--- config.mk ---
export PLATFORM = sky130hd
export DESIGN_NAME = video_mode_top
export DESIGN_NICKNAME = d
export VERILOG_FILES = /design/src/rtl/video_mode_pkg.sv /design/src/rtl/switch_debounce.sv /design/src/rtl/mode_table.sv /design/src/rtl/clkgen_prog_fsm.sv /design/src/rtl/raster_timer.sv /design/src/rtl/video_mode_top.sv
export VERILOG_INCLUDE_DIRS = /design/src /design/src/rtl
export SDC_FILE = /design/constraint.sdc
export NUM_CORES = 1
export LEC_CHECK = 0
export ABC_AREA = 0
export BUFFER_PORTS_ARGS = -buffer_cell sky130_fd_sc_hd__buf_4
export CORE_ASPECT_RATIO = 1.4
export CORE_UTILIZATION = 55
export CTS_BUF_LIST = sky130_fd_sc_hd__clkbuf_8
export CTS_CLUSTER_DIAMETER = 100
export CTS_CLUSTER_SIZE = 10
export DETAILED_ROUTE_END_ITERATION = 16
export PLACE_DENSITY_LB_ADDON = 0.3
export REMOVE_ABC_BUFFERS = 1
export SYNTH_ARGS = -nofsm -noshare
export SYNTH_HDL_FRONTEND = slang
export SYNTH_HIERARCHICAL = 1
export SYNTH_SLANG_ARGS = --single-unit
--- constraint.sdc ---
create_clock -name clk50m_bufg -period 2.05 [get_ports clk50m_bufg]
set_clock_uncertainty 0.1 [all_clocks]
set_input_delay 0.615 -clock clk50m_bufg [delete_from_list [all_inputs] [get_ports clk50m_bufg]]
set_output_delay 0.615 -clock clk50m_bufg [all_outputs]
set_load 0.005 [all_outputs]
--- src/rtl/video_mode_params.svh ---
`ifndef VIDEO_MODE_PARAMS_SVH
`define VIDEO_MODE_PARAMS_SVH

////////////////////
// Switch codes
////////////////////
`define VM_SW_VGA         4'b0000
`define VM_SW_SVGA        4'b0001
`define VM_SW_XGA         4'b0011
`define VM_SW_HDTV720P    4'b0010
`define VM_SW_SXGA        4'b1000
`define VM_SW_CAMERA      4'b1001

`define VM_COORD_W        11
`define VM_MD_W           8
`define VM_DEBOUNCE_CYCLES 16   // Short for simulation

// Synthesizer command codes, sent MSB first
`define VM_CMD_D          2'b10
`define VM_CMD_M          2'b11

////////////////////
// Format timings
////////////////////
// 640x480@60, 25 MHz
`define VM_VGA_HPIXELS    11'd640
`define VM_VGA_HFP        11'd16
`define VM_VGA_HSPW       11'd96
`define VM_VGA_HBP        11'd48
`define VM_VGA_VLINES     11'd480
`define VM_VGA_VFP        11'd11
`define VM_VGA_VSPW       11'd2
`define VM_VGA_VBP        11'd31
`define VM_VGA_NEGSYNC    1'b1
`define VM_VGA_PCLK_M     8'd1
`define VM_VGA_PCLK_D     8'd3

// 800x600@60, 40 MHz
`define VM_SVGA_HPIXELS   11'd800
`define VM_SVGA_HFP       11'd40
`define VM_SVGA_HSPW      11'd128
`define VM_SVGA_HBP       11'd88
`define VM_SVGA_VLINES    11'd600
`define VM_SVGA_VFP       11'd1
`define VM_SVGA_VSPW      11'd4
`define VM_SVGA_VBP       11'd23
`define VM_SVGA_NEGSYNC   1'b0
`define VM_SVGA_PCLK_M    8'd3
`define VM_SVGA_PCLK_D    8'd4

// 1024x768@60, 65 MHz
`define VM_XGA_HPIXELS    11'd1024
`define VM_XGA_HFP        11'd24
`define VM_XGA_HSPW       11'd136
`define VM_XGA_HBP        11'd160
`define VM_XGA_VLINES     11'd768
`define VM_XGA_VFP        11'd3
`define VM_XGA_VSPW       11'd6
`define VM_XGA_VBP        11'd29
`define VM_XGA_NEGSYNC    1'b1
`define VM_XGA_PCLK_M     8'd12
`define VM_XGA_PCLK_D     8'd9

// 1280x1024@60, 108 MHz
`define VM_SXGA_HPIXELS   11'd1280
`define VM_SXGA_HFP       11'd48
`define VM_SXGA_HSPW      11'd112
`define VM_SXGA_HBP       11'd248
`define VM_SXGA_VLINES    11'd1024
`define VM_SXGA_VFP       11'd1
`define VM_SXGA_VSPW      11'd3
`define VM_SXGA_VBP       11'd38
`define VM_SXGA_NEGSYNC   1'b0
`define VM_SXGA_PCLK_M    8'd53
`define VM_SXGA_PCLK_D    8'd24

// Camera 720p variant
`define VM_CAMERA_HPIXELS 11'd1280
`define VM_CAMERA_HFP     11'd110
`define VM_CAMERA_HSPW    11'd39
`define VM_CAMERA_HBP     11'd220
`define VM_CAMERA_VLINES  11'd720
`define VM_CAMERA_VFP     11'd4
`define VM_CAMERA_VSPW    11'd4
`define VM_CAMERA_VBP     11'd22
`define VM_CAMERA_NEGSYNC 1'b0
`define VM_CAMERA_PCLK_M  8'd134
`define VM_CAMERA_PCLK_D  8'd90

// 1280x720@60, 74.25 MHz, also the default
`define VM_HDTV720P_HPIXELS 11'd1280
`define VM_HDTV720P_HFP     11'd110
`define VM_HDTV720P_HSPW    11'd40
`define VM_HDTV720P_HBP     11'd220
`define VM_HDTV720P_VLINES  11'd720
`define VM_HDTV720P_VFP     11'd5
`define VM_HDTV720P_VSPW    11'd5
`define VM_HDTV720P_VBP     11'd20
`define VM_HDTV720P_NEGSYNC 1'b0
`define VM_HDTV720P_PCLK_M  8'd247
`define VM_HDTV720P_PCLK_D  8'd166

`endif

--- src/rtl/video_mode_pkg.sv ---
`include "video_mode_params.svh"

package video_mode_pkg;

	typedef logic [`VM_COORD_W-1:0] coord_t;   // Raster position or compare point
	typedef logic [3:0]             mode_sel_t; // Switch code
	typedef logic [`VM_MD_W-1:0]    md_val_t;   // Synthesizer M or D, minus one

	// Compare points of one format
	typedef struct packed {
		coord_t hsblnk;   // Last live pixel
		coord_t hssync;   // Sync starts after this
		coord_t hesync;   // Last sync pixel
		coord_t heblnk;   // Last pixel of line
		coord_t vsblnk;
		coord_t vssync;
		coord_t vesync;
		coord_t veblnk;
		logic   neg_sync; // Active low syncs
	} vid_timing_t;

	typedef struct packed {
		md_val_t m;
		md_val_t d;
	} md_pair_t;

	typedef struct packed {
		logic hsync;
		logic vsync;
		logic de;
	} vid_sync_t;

	// Synthesizer programming sequence
	typedef enum logic [2:0] {
		IDLE,
		SHIFT_D,
		GAP_D,
		SHIFT_M,
		GAP_M,
		GO,
		WAIT_DONE
	} prog_state_t;

endpackage

--- src/rtl/switch_debounce.sv ---
`timescale 1ns/10ps
`include "video_mode_params.svh"

module switch_debounce (
	input  logic                     clk50m_bufg,
	input  logic                     RSTBTN,
	input  video_mode_pkg::mode_sel_t sw,
	output video_mode_pkg::mode_sel_t mode_sel,
	output logic                     mode_change
);
	import video_mode_pkg::*;

	localparam int DEB_W = $clog2(`VM_DEBOUNCE_CYCLES);
	localparam logic [DEB_W-1:0] DEB_MAX = DEB_W'(`VM_DEBOUNCE_CYCLES - 1);

	mode_sel_t        sw_meta;      // First synchronizer stage
	mode_sel_t        sw_sync;
	mode_sel_t        sw_last;      // Previous synchronized sample
	logic [DEB_W-1:0] stable_cnt;   // Cycles the code has held
	logic             accepted_vld; // Nothing accepted after reset
	logic             held;

	////////////////////
	// Synchronizer
	////////////////////
	always_ff @(posedge clk50m_bufg) begin
		sw_meta <= sw;
		sw_sync <= sw_meta;
		sw_last <= sw_sync;
	end

	// Stable long enough
	assign held = (stable_cnt == DEB_MAX) && (sw_sync == sw_last);

	////////////////////
	// Stability timer
	////////////////////
	always_ff @(posedge clk50m_bufg) begin
		if (RSTBTN) begin
			stable_cnt   <= '0;
			accepted_vld <= 1'b0;
			mode_change  <= 1'b0;
		end else begin
			mode_change <= 1'b0;
			if (sw_sync != sw_last)
				stable_cnt <= DEB_W'(1); // Current cycle is the first of the new code
			else if (stable_cnt != DEB_MAX)
				stable_cnt <= stable_cnt + 1'b1; // Saturates at DEB_MAX
			if (held && (!accepted_vld || sw_sync != mode_sel)) begin
				accepted_vld <= 1'b1;
				mode_change  <= 1'b1; // One cycle pulse
			end
		end
	end

	// Accepted code, updated with the pulse
	always_ff @(posedge clk50m_bufg) begin
		if (held && (!accepted_vld || sw_sync != mode_sel))
			mode_sel <= sw_sync;
	end

endmodule

--- src/rtl/mode_table.sv ---
`timescale 1ns/10ps
`include "video_mode_params.svh"

module mode_table (
	input  logic                       clk50m_bufg,
	input  logic                       RSTBTN,
	input  video_mode_pkg::mode_sel_t   mode_sel,
	input  logic                       mode_change,
	output video_mode_pkg::vid_timing_t timing,
	output video_mode_pkg::md_pair_t    md
);
	import video_mode_pkg::*;

	// Cumulative compare points from live, porch and sync counts
	function automatic vid_timing_t make_timing(
		input coord_t hpix, input coord_t hfp, input coord_t hspw, input coord_t hbp,
		input coord_t vlin, input coord_t vfp, input coord_t vspw, input coord_t vbp,
		input logic   neg
	);
		vid_timing_t t;
		t.hsblnk   = hpix - coord_t'(1);
		t.hssync   = t.hsblnk + hfp;
		t.hesync   = t.hssync + hspw;
		t.heblnk   = t.hesync + hbp;
		t.vsblnk   = vlin - coord_t'(1);
		t.vssync   = t.vsblnk + vfp;
		t.vesync   = t.vssync + vspw;
		t.veblnk   = t.vesync + vbp;
		t.neg_sync = neg;
		return t;
	endfunction

	////////////////////
	// Format table
	////////////////////
	localparam vid_timing_t VGA_T = make_timing(
		`VM_VGA_HPIXELS, `VM_VGA_HFP, `VM_VGA_HSPW, `VM_VGA_HBP,
		`VM_VGA_VLINES, `VM_VGA_VFP, `VM_VGA_VSPW, `VM_VGA_VBP, `VM_VGA_NEGSYNC);
	localparam vid_timing_t SVGA_T = make_timing(
		`VM_SVGA_HPIXELS, `VM_SVGA_HFP, `VM_SVGA_HSPW, `VM_SVGA_HBP,
		`VM_SVGA_VLINES, `VM_SVGA_VFP, `VM_SVGA_VSPW, `VM_SVGA_VBP, `VM_SVGA_NEGSYNC);
	localparam vid_timing_t XGA_T = make_timing(
		`VM_XGA_HPIXELS, `VM_XGA_HFP, `VM_XGA_HSPW, `VM_XGA_HBP,
		`VM_XGA_VLINES, `VM_XGA_VFP, `VM_XGA_VSPW, `VM_XGA_VBP, `VM_XGA_NEGSYNC);
	localparam vid_timing_t SXGA_T = make_timing(
		`VM_SXGA_HPIXELS, `VM_SXGA_HFP, `VM_SXGA_HSPW, `VM_SXGA_HBP,
		`VM_SXGA_VLINES, `VM_SXGA_VFP, `VM_SXGA_VSPW, `VM_SXGA_VBP, `VM_SXGA_NEGSYNC);
	localparam vid_timing_t CAM_T = make_timing(
		`VM_CAMERA_HPIXELS, `VM_CAMERA_HFP, `VM_CAMERA_HSPW, `VM_CAMERA_HBP,
		`VM_CAMERA_VLINES, `VM_CAMERA_VFP, `VM_CAMERA_VSPW, `VM_CAMERA_VBP,
		`VM_CAMERA_NEGSYNC);
	localparam vid_timing_t HD_T = make_timing(
		`VM_HDTV720P_HPIXELS, `VM_HDTV720P_HFP, `VM_HDTV720P_HSPW, `VM_HDTV720P_HBP,
		`VM_HDTV720P_VLINES, `VM_HDTV720P_VFP, `VM_HDTV720P_VSPW, `VM_HDTV720P_VBP,
		`VM_HDTV720P_NEGSYNC);

	localparam md_pair_t HD_MD = '{m: `VM_HDTV720P_PCLK_M, d: `VM_HDTV720P_PCLK_D};

	vid_timing_t sel_timing;
	md_pair_t    sel_md;

	always_comb begin
		case (mode_sel)
			`VM_SW_VGA: begin
				sel_timing = VGA_T;
				sel_md     = '{m: `VM_VGA_PCLK_M, d: `VM_VGA_PCLK_D};
			end
			`VM_SW_SVGA: begin
				sel_timing = SVGA_T;
				sel_md     = '{m: `VM_SVGA_PCLK_M, d: `VM_SVGA_PCLK_D};
			end
			`VM_SW_XGA: begin
				sel_timing = XGA_T;
				sel_md     = '{m: `VM_XGA_PCLK_M, d: `VM_XGA_PCLK_D};
			end
			`VM_SW_SXGA: begin
				sel_timing = SXGA_T;
				sel_md     = '{m: `VM_SXGA_PCLK_M, d: `VM_SXGA_PCLK_D};
			end
			`VM_SW_CAMERA: begin
				sel_timing = CAM_T;
				sel_md     = '{m: `VM_CAMERA_PCLK_M, d: `VM_CAMERA_PCLK_D};
			end
			default: begin // 720p and every unlisted code
				sel_timing = HD_T;
				sel_md     = HD_MD;
			end
		endcase
	end

	always_ff @(posedge clk50m_bufg) begin
		if (RSTBTN) begin
			timing <= HD_T;
			md     <= HD_MD;
		end else if (mode_change) begin
			timing <= sel_timing;
			md     <= sel_md;
		end
	end

endmodule

--- src/rtl/clkgen_prog_fsm.sv ---
`timescale 1ns/10ps
`include "video_mode_params.svh"

module clkgen_prog_fsm (
	input  logic                    clk50m_bufg,
	input  logic                    RSTBTN,
	input  logic                    mode_change,
	input  video_mode_pkg::md_pair_t md,
	input  logic                    progdone,
	output logic                    busy,
	output logic                    progen,
	output logic                    progdata
);
	import video_mode_pkg::*;

	localparam logic [3:0] LAST_BIT = 4'd9; // 2 command bits plus 8 value bits

	prog_state_t state;
	logic [3:0]  bit_idx;   // Position inside the current word
	md_val_t     val_sr;    // Value bits, LSB shifted out first
	logic [1:0]  cmd;
	logic        shifting;

	assign shifting = (state == SHIFT_D) || (state == SHIFT_M);
	assign cmd      = (state == SHIFT_D) ? `VM_CMD_D : `VM_CMD_M;

	////////////////////
	// Sequencer
	////////////////////
	always_ff @(posedge clk50m_bufg) begin
		if (RSTBTN) begin
			state   <= IDLE;
			bit_idx <= '0;
		end else begin
			case (state)
				IDLE: begin
					bit_idx <= '0;
					if (mode_change)
						state <= SHIFT_D; // Changes while busy are dropped
				end
				SHIFT_D, SHIFT_M: begin
					if (bit_idx == LAST_BIT) begin
						bit_idx <= '0;
						state   <= (state == SHIFT_D) ? GAP_D : GAP_M;
					end else begin
						bit_idx <= bit_idx + 1'b1;
					end
				end
				GAP_D:     state <= SHIFT_M;
				GAP_M:     state <= GO;
				GO:        state <= WAIT_DONE;
				WAIT_DONE: if (progdone) state <= IDLE; // Synthesizer finished
				default:   state <= IDLE;
			endcase
		end
	end

	// Value register, loaded while the command bits go out
	always_ff @(posedge clk50m_bufg) begin
		if (shifting) begin
			if (bit_idx == 4'd0)
				val_sr <= (state == SHIFT_D) ? md.d : md.m;
			else if (bit_idx >= 4'd2)
				val_sr <= val_sr >> 1;
		end
	end

	////////////////////
	// Outputs
	////////////////////
	assign busy   = (state != IDLE);
	assign progen = shifting || (state == GO); // Low in the gaps and while waiting

	always_comb begin
		progdata = 1'b0; // GO carries a zero
		if (shifting) begin
			case (bit_idx)
				4'd0:    progdata = cmd[1];
				4'd1:    progdata = cmd[0];
				default: progdata = val_sr[0];
			endcase
		end
	end

endmodule

--- src/rtl/raster_timer.sv ---
`timescale 1ns/10ps

module raster_timer (
	input  logic                       clk50m_bufg,
	input  logic                       RSTBTN,
	input  logic                       busy,
	input  video_mode_pkg::vid_timing_t timing,
	output video_mode_pkg::vid_sync_t   video
);
	import video_mode_pkg::*;

	coord_t    hcnt;
	coord_t    vcnt;
	logic      line_end;
	logic      frame_end;
	logic      hblnk;
	logic      vblnk;
	logic      hsync_raw;
	logic      vsync_raw;
	vid_sync_t stage1;  // First register stage
	vid_sync_t stage2;

	assign line_end  = (hcnt == timing.heblnk);
	assign frame_end = (vcnt == timing.veblnk);

	////////////////////
	// Counters
	////////////////////
	always_ff @(posedge clk50m_bufg) begin
		if (RSTBTN || busy) begin
			hcnt <= '0; // Held at start during programming
			vcnt <= '0;
		end else if (line_end) begin
			hcnt <= '0;
			vcnt <= frame_end ? '0 : vcnt + 1'b1;
		end else begin
			hcnt <= hcnt + 1'b1;
		end
	end

	// Blank and sync by compare
	assign hblnk     = (hcnt > timing.hsblnk);
	assign vblnk     = (vcnt > timing.vsblnk);
	assign hsync_raw = (hcnt > timing.hssync) && (hcnt <= timing.hesync);
	assign vsync_raw = (vcnt > timing.vssync) && (vcnt <= timing.vesync);

	////////////////////
	// Output pipeline
	////////////////////
	always_ff @(posedge clk50m_bufg) begin
		if (RSTBTN || busy) begin
			stage1 <= '0;
			stage2 <= '0;
		end else begin
			stage1.hsync <= hsync_raw ^ timing.neg_sync; // Polarity applied here
			stage1.vsync <= vsync_raw ^ timing.neg_sync;
			stage1.de    <= !hblnk && !vblnk;
			stage2       <= stage1;
		end
	end

	// Forced low as soon as programming starts
	assign video = busy ? '0 : stage2;

endmodule

--- src/rtl/video_mode_top.sv ---
`timescale 1ns/10ps

module video_mode_top (
	input  logic                     clk50m_bufg,
	input  logic                     RSTBTN,
	input  video_mode_pkg::mode_sel_t sw,       // Asynchronous mode switches
	input  logic                     progdone, // Level from synthesizer
	output logic                     progen,
	output logic                     progdata,
	output logic                     busy,
	output video_mode_pkg::vid_sync_t video
);
	import video_mode_pkg::*;

	mode_sel_t   mode_sel;
	logic        mode_change;
	vid_timing_t timing;
	md_pair_t    md;

	switch_debounce u_debounce (
		.clk50m_bufg (clk50m_bufg),
		.RSTBTN      (RSTBTN),
		.sw          (sw),
		.mode_sel    (mode_sel),
		.mode_change (mode_change)
	);

	mode_table u_table (
		.clk50m_bufg (clk50m_bufg),
		.RSTBTN      (RSTBTN),
		.mode_sel    (mode_sel),
		.mode_change (mode_change),
		.timing      (timing),
		.md          (md)
	);

	clkgen_prog_fsm u_prog (
		.clk50m_bufg (clk50m_bufg),
		.RSTBTN      (RSTBTN),
		.mode_change (mode_change), // Same pulse as the table load
		.md          (md),
		.progdone    (progdone),
		.busy        (busy),
		.progen      (progen),
		.progdata    (progdata)
	);

	raster_timer u_raster (
		.clk50m_bufg (clk50m_bufg),
		.RSTBTN      (RSTBTN),
		.busy        (busy),
		.timing      (timing),
		.video       (video)
	);

endmodule

* Yosys cells after proc, flatten, opt, wreduce, memory -nomap -nowiden
Index checks and enable logic that the tools add are counted.
** Storage, ports and cells
- Memories kept :: 0
- Output and inout bits :: 6
- Input port bits :: 7
- Flip-flop bits (word level) :: 170
- Logic and storage cells :: 109
- Latch bits :: 0
- RAM bits :: 0
- Bits in read-only memories :: 0
** Operators by class
- Equal/unequal tests :: 22
- Div/mod/pow operators :: 0
- $mul :: 0
- Bitwise operators :: 2
- Add/subtract/negate cells :: 4
- Shift operators :: 0
- Magnitude comparators :: 7
- Reduce and logical (&&, ||, !) cells :: 24
- Multiplexer cells :: 20
** Operators by type and width (number)
- one-hot mux 89 bit (5 select lines) :: 1
- one-hot mux 16 bit (5 select lines) :: 1
- greater-than comparator 11 bit :: 4
- 2-to-1 mux 8 bit :: 3
- adder 11 x 1 -> 11 bit, second input constant :: 2
- == test 11 bit :: 2
- <= comparator 11 bit :: 2
- one-hot mux 3 bit (6 select lines) :: 1
- == test 4 bit, second input constant :: 4
- 2-to-1 mux 3 bit :: 5
- 2-to-1 mux 11 bit :: 1
- == test 3 bit, second input constant :: 3
- adder 4 x 1 -> 4 bit, second input constant :: 2
- == test 4 x 1 -> 1 bit, second input constant :: 2
- zero test 4 bit :: 2
- inequality test 4 bit :: 2
- one-hot mux 4 bit (2 select lines) :: 1
- == test 3 x 2 -> 1 bit, second input constant :: 2
- nonzero test 2 bit :: 3
- OR reduction 2 bit :: 3
- logical AND 1 bit :: 5
- 2-to-1 mux 1 bit :: 5
- == test 4 x 2 -> 1 bit, second input constant :: 1
- == test 4 bit :: 1
- other kinds (14) :: 21

* Logic depth before layout (Yosys ltp)
Gate-level depths: netlist of run 1.
- Depth after elaboration :: 4
- Mapped depth :: 9
- Depth with buffers taken out :: 8

* Hierarchy
The synthesis of run 1 kept the hierarchy.
** Modules (own cells, without submodules)
- raster_timer :: area an instance 3021.6 um^2, instances 1, seq. area each 560.5 um^2, cells an instance 383
- mode_table :: area an instance 1994.4 um^2, instances 1, seq. area each 720.7 um^2, cells an instance 229
- clkgen_prog_fsm :: area an instance 868.3 um^2, instances 1, seq. area each 380.4 um^2, cells an instance 87
- switch_debounce :: area an instance 700.7 um^2, instances 1, seq. area each 480.5 um^2, cells an instance 53

* Least setup slack after synthesis of run 1
Ideal clock, no wire load.
- Path kind :: register -> register
- Start point :: register, netlist name u_table/timing[68]
- End point :: register u_raster/stage1[0] in the netlist's numbering
- Path slack :: 50 ps
- Buffers on the path :: 0
- Cell stages (with the launch flop) :: 9
- Setup time :: 112 ps
- Data arrival time :: 1787 ps
- Clock period less this slack :: 2000 ps
- Data required time :: 1838 ps
- Cell sequence :: dfxtp_1 > inv_1 > ha_1 > and3_1 > nand3_1 > a21oi_1 > a2111oi_0 > a211oi_1 > a2111oi_1
** RTL lines
- end: declaration :: RTL line raster_timer.sv:20 : vid_sync_t stage1;

==> run summary, run 1 <==
The flow ran to the end, but the final reports show violations. The checks that failed: setup timing. In this run the deepest clock path goes through 2 buffers. The total leakage power came out at 3.21 nW. The peak supply drop is between 400 and 500 uV.

The ratio of routed vias to standard cells is 5.52. The number of buffers created by CTS came out at 9. The starting density of the core came out at a little under three fifths. The signed area change from the synthesized netlist to the final layout came out at 6.80%.

CTS saw 101 sinks. The final weighted congestion in routability-driven placement came out at 0.894. The final critical path time including I/O delays and setup came out at 2.08 ns. Yosys mapped the design onto 72 distinct sky130hd cell types. The final-report hold violation count is 0.

Setup repair after global routing could not meet its margin everywhere. At the worst endpoint, the required time is 1.33 ns. For this design, the slowest cell found on the critical path is or3_4.

The share of total power dissipated in the clock network is 37.7%. The class of the most critical hold timing path is flip-flop to flip-flop. The worst path buffer plus inverter count came out at 1. The number of max-slew violations in the final report is 0. The ratio of final minimum period to clock period came out at 101%.

The cell with the most instances after synthesis is dfxtp_1. After detailed routing, the number of remaining DRC violations is 0. The count of inserted antenna diode cells is 0. The delay of the slowest cell on the worst path came out at 0.43 ns.

Net switching is 24.1% of the power. The final sum of negative setup slack came out at -0.0715 ns. Before CTS, the worst setup slack after placement is -0.0747 ns. The number of warnings reported in the yosys synthesis log came out at 6.

The root buffer cell chosen for the clock tree is clkbuf_8. Clock-pin slew was measured on the worst setup and hold paths at 0.11 ns. Of the cells placed in the final design, the portion with a size suffix greater than 1 is 19.3%. Clock latency on the worst-skew pair, taken at its later pin, is 0.38 ns. The total via count in the routed design is 4997.

The count of hold-fix buffers inserted at cts came out at 0. The largest total area in the synthesized netlist belongs to dfxtp_1. The top-area cell type share of the netlist area came out at 27.1%. The height of the die came out at 131 um. The overall global routing resource usage came out at 24.6%. The average size of a mapped cell came out at 8.76 sq um. Of all flip-flops after synthesis, the portion carrying an async set or reset was 0%. The maximum fanout along the worst path came out at 6. TritonCTS built the clock tree. The number of global-route vias before repair is 5142. The number of synthesized flops with an enable pin came out at 12. Detailed placement ended at an HPWL of ~11000 um. Across the run, the number of max-cap violations was 0. In this run the power density over the cells is approximately 500 mW/mm^2. The total number of H-tree levels is 3. The total overflow reported by the global router came out at 0.

The share of the Yosys chip area taken by registers is 32.5%. The worst setup path is captured at an output port. Setup violations remaining at the end of the flow were counted as 3. Pin placement for this block handled 13 I/O pins. During placement, the flow inserted port buffers numbering 12.

The worst setup margin is -0.0270 ns. The synthesized cell area is 0.00659 sq mm. The part of the total power dissipated in combinational logic is under 10%. The arrival time at the worst endpoint came out at 1.36 ns. The critical path class is flip-flop to output port. After floorplanning, the core was sized to cover approximately 0.012 sq mm.

Entering global routing, the biggest net connects 24 pins. The count of routing violations after the opening detailed-route iteration is roughly 190. The die covers between 0.01 and 0.015 sq mm. The number of core rows is 46. The detailed-router iteration count before antenna repair is 4. The average detailed-routed wire length per instance came out at 16.1 um. In this run the horizontal extent of the chip is about 94 um. Traced cell by cell, the critical path runs through or3_4 > nor2b_2 > buf_4.

The number of instances in the synthesized netlist is between 700 and 800. The gate family responsible for the most delay along the worst path is simple AND/OR/NAND/NOR gates. STA classifies the critical path startpoint as a flip-flop. In this run the power spent charging and discharging nets is 845 uW. The worst hold slack is 0.234 ns. The register share of total power is 57.9%. For this run, the leading register cell type out of synthesis is dfxtp_1. Cell internal power was estimated by the tool at about 2.7 mW. The routed wire length is 14600 um. The relative slew slack is a little over three fifths. The number of filler instances in the final layout is 1013.

The highest clock rate came out at around 480 MHz. Counting instances in the post-synthesis netlist gives the leading cell types as 89 x dfxtp_1, 71 x buf_4, 70 x inv_1. The number of nets still failing antenna checks after routing is 0. The initial antenna violation count came out at 0. The wire length of the first global-routing pass came out at 23900 um. After synthesis, the cell types taking the most area are dfxtp_1 27%, ha_1 13%, buf_4 8.1%. The slew of the pin with the lowest slew margin came out at roughly 0.56 ns. The net total in the final layout came out at 832. The post-synthesis sequential element count is 101.
registers in the layout, summed over array words and instances (netlist names), 4 cells and up:
name,cells
u_debounce/mode_sel,4
u_debounce/stable_cnt,4
u_prog/bit_idx,4
u_raster/hcnt,11
u_raster/vcnt,11
u_debounce/sw_meta,4
u_debounce/sw_sync,4
u_table/md,6
u_prog/val_sr,8
u_debounce/sw_last,4
u_table/timing,30
per-stage QoR:
stage	instances	util [%]	total power, mW	area, sq um
after floorplan	676	-	2.17	5990
after global placement	885	57.9	2.23	6670
after detailed placement	885	57.9	2.24	6670
after CTS	904	60.2	3.56	6930
after global routing	905	61.1	3.66	7030
final	905	61.1	3.51	7030
placed cells by master, fill, tap and decap left out, types with 12 or more instances in the layout:
master / synthesis / routed
o21ai_1: 8 / 12
nand3_1: 21 / 21
a21oi_1: 40 / 39
nor3_1: 15 / 13
buf_4: 71 / 66
nand4_1: 20 / 20
ha_1: 69 / 68
nand2_1: 41 / 40
edfxtp_1: 12 / 12
nor2_1: 57 / 56
conb_1: 2 / 16
dfxtp_2: 0 / 15
xor2_1: 29 / 29
inv_1: 70 / 70
dfxtp_1: 89 / 69
xnor2_1: 20 / 20
timing repair:
action | in CTS | in global routing
pin swaps | 3 | 11
endpoints found under the hold margin | 0 | 0
gates cloned | 0 | 0
buffers inserted | 3 | 1
resized for setup | 12 | 37
setup endpoints to repair | 7 | 16
cells by family after synthesis:
| kind of cell | share of synthesized area [%] |
|---|---|
| and+or+nand+nor | 19.8 |
| buffers and inverters | 14.0 |
| AOI/OAI and AO/OA | 12.0 |
| DFF | 32.5 |
| adders and majority gates | 13.1 |
| xor gates and xnor gates | 6.76 |
| muxes | 1.67 |
| other | 0.114 |
metal layers:
layer / vias to the layer above / global-route usage [%] / part of all wire, %
li1: 2508 / - / -
met1: 2350 / 26.7 / 40
met2: 93 / 44.0 / 52
met5: - / 0 / 0
met3: 46 / 4.51 / 2.8
met4: 0 / 13.2 / 5.1
power groups by stage:
stage	registers (mW)	clock network, mW	logic (mW)
floorplan	2.08	0	0.0970
detailed placement	2.08	0	0.154
finish	2.03	1.32	0.156
global placement	2.08	0	0.148
global route	2.03	1.45	0.174
CTS	2.04	1.37	0.155
area by class of cell:
cell class / instances / area (sq um) / share of cell area [%]
Clock buffer: 9 / 124 / 1.76
Clock inverter: 7 / 81.3 / 1.16
Inverter: 72 / 270 / 3.84
Multi-Input combinational cell: 503 / 3660 / 52.0
Sequential cell: 101 / 2180 / 31.0
Tap cell: 144 / 180 / 2.56
Timing Repair Buffer: 69 / 538 / 7.65
worst paths after layout:
kind	cells after the start	from	slack, ns	end
max reg2reg	7	u_table/md[10]	0.08	u_raster/stage1[2]
max	3	u_prog/state[1]	-0.03	video[0]
min reg2reg	0	u_debounce/sw_meta[3]	0.23	u_debounce/sw_sync[3]
min	0	u_debounce/sw_meta[3]	0.23	u_debounce/sw_sync[3]
(Power assumes the default switching activity.)
==> run 2: changes to the inputs <==
--- a/config.mk
+++ b/config.mk
@@ -14,7 +14,7 @@
 export CTS_CLUSTER_DIAMETER = 100
 export CTS_CLUSTER_SIZE = 10
 export DETAILED_ROUTE_END_ITERATION = 16
-export PLACE_DENSITY_LB_ADDON = 0.3
+export PLACE_DENSITY = 0.74
 export REMOVE_ABC_BUFFERS = 1
 export SYNTH_ARGS = -nofsm -noshare
 export SYNTH_HDL_FRONTEND = slang
==> run summary, run 2 (synthesis gave the netlist of run 1 again) <==
The run finished, with violations left. The final reports fail on setup timing. Summing all non-filler instances in the final layout gives an area of 0.00712 sq mm. The worst hold slack came out at 0.219 ns.

The height of the die came out at 131 um. The worst setup path is launched from a flip-flop. Leaving out fill and tap cells, the most frequent cell in the layout is buf_4.

The delay of the slowest cell on the worst path came out at 0.42 ns. The instance area at placement came out at 0.00668 sq mm. The number of buffers created by CTS came out at 9. The initial utilization of the core area, before any placement, comes to 57.2%. The final cell count without fillers is 910.

The average detailed-routed wire length per instance came out at 16.6 um. The routed length on met3 came out at 581 um. The initial antenna violation count is 0. The die area is approximately 0.012 sq mm. The min-delay analysis places its worst path in the category input port to flip-flop. The ratio of final minimum period to clock period came out at 103%. In the layout the commonest cells are 72 x buf_4, 69 x inv_1, 66 x dfxtp_1.

The worst path buffer plus inverter count is 1. The routed wire length came out at between 15000 and 20000 um. In this run the clock root is driven by a clkbuf_8. The total overflow reported by the global router came out at 0. Grouping stages by cell kind, the critical path spends the most delay in simple AND/OR/NAND/NOR gates. The count of hold-fix buffers inserted at cts came out at 0. The count of max-cap constraint violations came out at 0. The number of core rows came out at 46. The first global-routing pass estimated 24000 um of wire.

The core region is between 0.01 and 0.015 sq mm. Counting every sink on the clock net gives 101. The peak supply drop is roughly 260 uV. The final-report hold violation count is 0. The total power divided by cell area came out at roughly 490 mW/mm^2. The ratio of cells with drive above 1 in the final layout is a little over a fifth.

The final critical path time including I/O delays and setup is between 2 and 2.5 ns. The signed area change from the synthesized netlist to the final layout came out at 8.09%. Setup repair after global routing could not meet its margin everywhere. u_table/timing holds more flip-flops than any other register. The clock reaches the later pin of the worst-skew pair after 0.40 ns. The cell at the slowest stage of the critical path is or3_4. The I/O pin count is 13. The slew of the pin with the lowest slew margin came out at approximately 0.56 ns.

The die is ~94 um wide. The worst setup margin came out at -0.0513 ns. The detailed-router iteration count before antenna repair came out at 5. The signal on the critical path passes through or3_4 > nor2b_1 > buf_4.

The ratio of routed vias to standard cells came out at 5.69. Entering global routing, the biggest net connects 24 pins. The overall global routing resource usage came out at 24.8%. The critical path endpoint category is an output port. The number of buffers between clock root and the deepest sink came out at 2.

TritonCTS built the clock tree. The instance count after placement with tap cells included is just under 900. The final weighted congestion in routability-driven placement came out at around 0.93.

The detailed router put a total of 5840 um of wire on met1. The worst pin sits at a relative slew slack of 62.5%. The largest registers in the layout are u_table/timing x30, u_raster/hcnt x11, u_raster/vcnt x11.

STA puts the critical path data required time at 1.33 ns. The detailed-route DRC error count is 0. The number of max-slew violations in the final report came out at 0.

For this run, the top clock speed supported by timing is around 480 MHz. The total via count in the routed design is 5179. The placement-stage worst setup slack came out at -0.163 ns. The final-report setup violation count is 3. The net total in the final layout is between 800 and 900. The critical path is of the flip-flop to output port type. The count of input and output buffers came out at 12. Detailed placement finished with a half-perimeter wire length of 11200 um. Routed signal wires occupy layers up through met4.

The flip-flop count of the largest register, all copies and words added came out at 30. The maximum fanout along the worst path came out at 6. CTS built an H-tree with a depth of 3.

Clock-pin slew was measured on the worst setup and hold paths at 0.11 ns. In this run the static leakage power is 3.22 nW. The number of nets still failing antenna checks after routing came out at 0. The number of global-route vias before repair is approximately 5200.

The count of routing violations after the opening detailed-route iteration is 311. Detailed routing placed a total of about 7900 um of wire on met2. The number of filler instances in the final layout is 962. The arrival time at the worst endpoint is 1.39 ns. The count of inserted antenna diode cells came out at 0.
[run 2: changes by cell type in the layout (fill, tap and decap cells not counted), moves of 3 or more]
cell,change
dfxtp_2,+3
dfxtp_1,-3
ha_1,-4
buf_4,+6
ha_4,+4
[run 2: metrics by stage]
stage / total power, mW / setup TNS, ns / utilization (%)
5_1_grt: 3.59 / -0.578 / 61.8
6_report: 3.47 / -0.140 / 61.8
3_3_place_gp: 2.23 / -0.133 / 58.0
2_1_floorplan: 2.17 / -0.0127 / -
4_1_cts: 3.48 / -0.317 / 60.3
3_5_place_dp: 2.24 / -0.290 / 58.0
[run 2: final cells by class]
cell class	instances	area [sq um]	share of cell area [%]
clock buffer	9	124	1.74
tap	144	180	2.53
sequential	101	2180	30.7
clock inverter	7	66.3	0.932
timing repair buffer	74	563	7.91
inverter	72	270	3.80
multi-input combinational	503	3730	52.4
[run 2: where the power goes]
part           switching (mW)  internal (mW)
sequential             0.0217           2.01
combinational          0.0900         0.0728
clock                   0.802          0.472
total                   0.914           2.55
[run 2: routing by layer]
metal  GRT usage [%]  vias up
met3            3.59       57
met1            27.0     2445
met2            43.6      160
met4            15.8        0
li1                -     2517
met5               0        -
[run 2: path summary, 6_finish.rpt]
kind	end	slack [ns]	startpoint	cells past startpoint
setup / recovery	video[2]	-0.05	u_prog/state[1]	3
setup reg to reg	u_raster/stage1[2]	0.02	u_table/timing[26]	7
hold reg to reg	u_debounce/sw_sync[3]	0.24	u_debounce/sw_meta[3]	0
hold / removal	u_debounce/sw_meta[3]	0.22	sw[3]	1
[run 2: repair_timing]
item                                    CTS  global route
pin swaps                                 6            13
resized for setup                        19            42
endpoints found under the setup margin    8            20
buffers inserted                          3             3
==> run 3: changes to the inputs <==
--- a/config.mk
+++ b/config.mk
@@ -7,15 +7,15 @@
 export NUM_CORES = 1
 export LEC_CHECK = 0
 export ABC_AREA = 0
-export BUFFER_PORTS_ARGS = -buffer_cell sky130_fd_sc_hd__buf_4
+export BUFFER_PORTS_ARGS = -buffer_cell sky130_fd_sc_hd__clkbuf_2
 export CORE_ASPECT_RATIO = 1.4
 export CORE_UTILIZATION = 55
 export CTS_BUF_LIST = sky130_fd_sc_hd__clkbuf_8
-export CTS_CLUSTER_DIAMETER = 100
 export CTS_CLUSTER_SIZE = 10
 export DETAILED_ROUTE_END_ITERATION = 16
 export PLACE_DENSITY = 0.74
 export REMOVE_ABC_BUFFERS = 1
+export SKIP_CTS_REPAIR_TIMING = 1
 export SYNTH_ARGS = -nofsm -noshare
 export SYNTH_HDL_FRONTEND = slang
 export SYNTH_HIERARCHICAL = 1
==> run summary, run 3 (synthesis gave the netlist of run 1 again) <==
The flow ran to the end, but the final reports show violations. The checks that failed: setup timing. The area of all placed cells without fillers is 0.00706 sq mm. The total number of H-tree levels is 3. The I/O pin count is 13. The detailed-router iteration count before antenna repair came out at 6.

The slew of the pin with the lowest slew margin is 0.530 ns. The overall global routing resource usage is 24.5%. The wire length of the first global-routing pass is 23800 um. The height of the die is 131 um. In this run, the combinational gates consume 4.5% of the power.

After detailed routing, the average wire length per cell comes to 16.5 um. VDD sags by at most 410 uV. The signed area change from the synthesized netlist to the final layout is 7.16%. The die boundary width is between 90 and 100 um. The startpoint of the worst hold path is sw[3]. The clock reaches the later pin of the worst-skew pair after slightly below 0.4 ns. The relative slew slack is approximately 65%. The final critical path time including I/O delays and setup is 2.12 ns.

The number of max-slew violations in the final report was 0. The final cell count without fillers is approximately 900. The floorplan has 46 rows.

For the worst flop-to-flop path, the logic depth is 9. Clock tree synthesis inserted a total of 9 buffers. Of the total power, the share spent switching nets is 23.9%. In this run the static leakage power is between 3 and 4 nW. The worst setup slack for register-to-register paths is 0 ns. The count of max-cap constraint violations is 0. The topmost layer with routed signal wires is met4. Entering global routing, the biggest net connects 23 pins.

The amount of wire on met2 after detailed routing is 7620 um. The kind of start point of the critical path is a flip-flop. The maximum fanout along the worst path is 7. The count of routing violations after the opening detailed-route iteration came out at 298. The starting density of the core came out at 57.2%. The initial antenna violation count came out at 0. Ranked by flip-flop count, first place goes to u_table/timing. The analysis attributes to net switching a power of 881 uW. The path with the worst hold slack has its endpoint at u_debounce/sw_meta[3].

The worst hold path belongs to the class input port to flip-flop. The ratio of final minimum period to clock period came out at 103%. The worst setup margin is -0.0669 ns. The arrival time at the worst endpoint came out at 1.40 ns.

The register share of total power came out at 55.2%. The post-route netlist has 19.8% of its cells at a drive strength greater than 1. Static timing analysis puts the maximum clock frequency at 472 MHz. The repair_antennas step left the layout with diodes totalling 0.

TritonCTS built the clock tree. The net count of the finished layout is 833. The instance count after placement with tap cells included came out at slightly below 900. The register with the most flip-flops in the layout has 30 of them. The critical path class is flip-flop to output port. The final HPWL from detailed placement came out at between 10000 and 15000 um. The clock net in this run drives a total of 101 sinks. The launch instance of the worst register-to-register path is u_table/timing[27].

The count of input and output buffers came out at 12. The final-report hold violation count came out at 0. The ratio of routed vias to standard cells is roughly 5.7.

Once placement finished, the instance area stood at 0.00664 sq mm. Power spread over the standard cell area amounts to 522 mW/mm^2. For this run the aggregate overflow at the end of global routing stands at 0. The die area is 0.0124 sq mm. Routability-driven placement finished with a final weighted congestion of 0.913. After floorplanning, the core was sized to cover roughly 0.012 sq mm. The count of nets left with antenna violations once routing finished came out at 0.

The worst setup path is captured at an output port. The clock-pin slew reported for the worst setup and hold paths after clock tree synthesis is 0.10 ns. The routed length on met3 is 467 um.

Per report_power, the clock group accounts for 40.4% of the total. The total internal power is around 2.8 mW. The largest registers in the layout are u_table/timing x30, u_raster/hcnt x11, u_raster/vcnt x11.

In the final routing, the length of wire on met1 measures 5840 um. Counting instances, the worst hold path has a depth of 1. The clock root buffer master is clkbuf_8. Wires add up to 14900 um.

The number of global-route vias before repair came out at 5184. The number of filler instances in the final layout is 980. Total power for the finished layout comes to approximately 3.7 mW. Setup repair after global routing could not meet its margin everywhere. In this run the deepest clock path goes through 2 buffers. The final-report setup violation count is 5. In this run the critical register-to-register path is captured at u_raster/stage1[2]. Across all layers, the routed design uses roughly 5200 vias. The library cells used most frequently in the layout, excluding fill and tap cells, are 69 x inv_1, 69 x dfxtp_1, 66 x ha_1. The required time of the worst setup path came out at 1.33 ns.

The detailed-route DRC error count is 0.
## run 3: worst max path at each step
stage,from,depth (start not counted),slack (ns),end
after CTS,u_prog/bit_idx[2],4,-0.20,progdata
after global placement,u_table/md[10],9,-0.03,u_raster/stage1[2]
after detailed placement,u_table/timing[39],8,-0.13,u_raster/stage1[0]
final,u_prog/state[2],3,-0.07,busy
after floorplan,u_table/timing[68],8,-0.01,u_raster/stage1[0]
after global routing,u_prog/state[2],3,-0.13,video[1]
## run 3: area by class of cell
cell class	count	area [sq um]	area share (%)
Clock buffer	9	124	1.76
Clock inverter	7	111	1.58
Inverter	72	270	3.83
Multi-Input combinational cell	503	3690	52.4
Sequential cell	101	2180	30.9
Tap cell	144	180	2.55
Timing Repair Buffer	70	499	7.07
## run 3: power groups by stage
stage / logic [mW] / clock network (mW) / registers [mW]
after detailed placement: 0.156 / 0 / 2.08
after CTS: 0.158 / 1.52 / 2.04
after floorplan: 0.0970 / 0 / 2.08
after global placement: 0.149 / 0 / 2.08
final: 0.164 / 1.49 / 2.03
after global routing: 0.185 / 1.59 / 2.04
## run 3: worst max-delay path, stage by stage, from the launching register on
cell and delay [ns]:
dfxtp_1 0.33, or3_4 0.43, buf_4 0.16, clkbuf_2 0.10
## run 3: layer usage
layer,vias to the layer above,track usage (%)
met5,-,0
met4,0,16.4
met3,67,3.88
met2,137,42.9
met1,2466,26.4
li1,2514,-
## run 3: through the flow
stage	worst slack (ns)	hold WS, ns	setup TNS (ns)	utilization, %
3_5_place_dp	-0.134	0.215	-0.249	57.7
5_1_grt	-0.129	0.212	-0.708	61.3
2_1_floorplan	-0.0127	0.210	-0.0127	-
3_3_place_gp	-0.0274	0.211	-0.0274	57.7
4_1_cts	-0.197	0.218	-1.15	59.7
6_report	-0.0669	0.228	-0.206	61.3
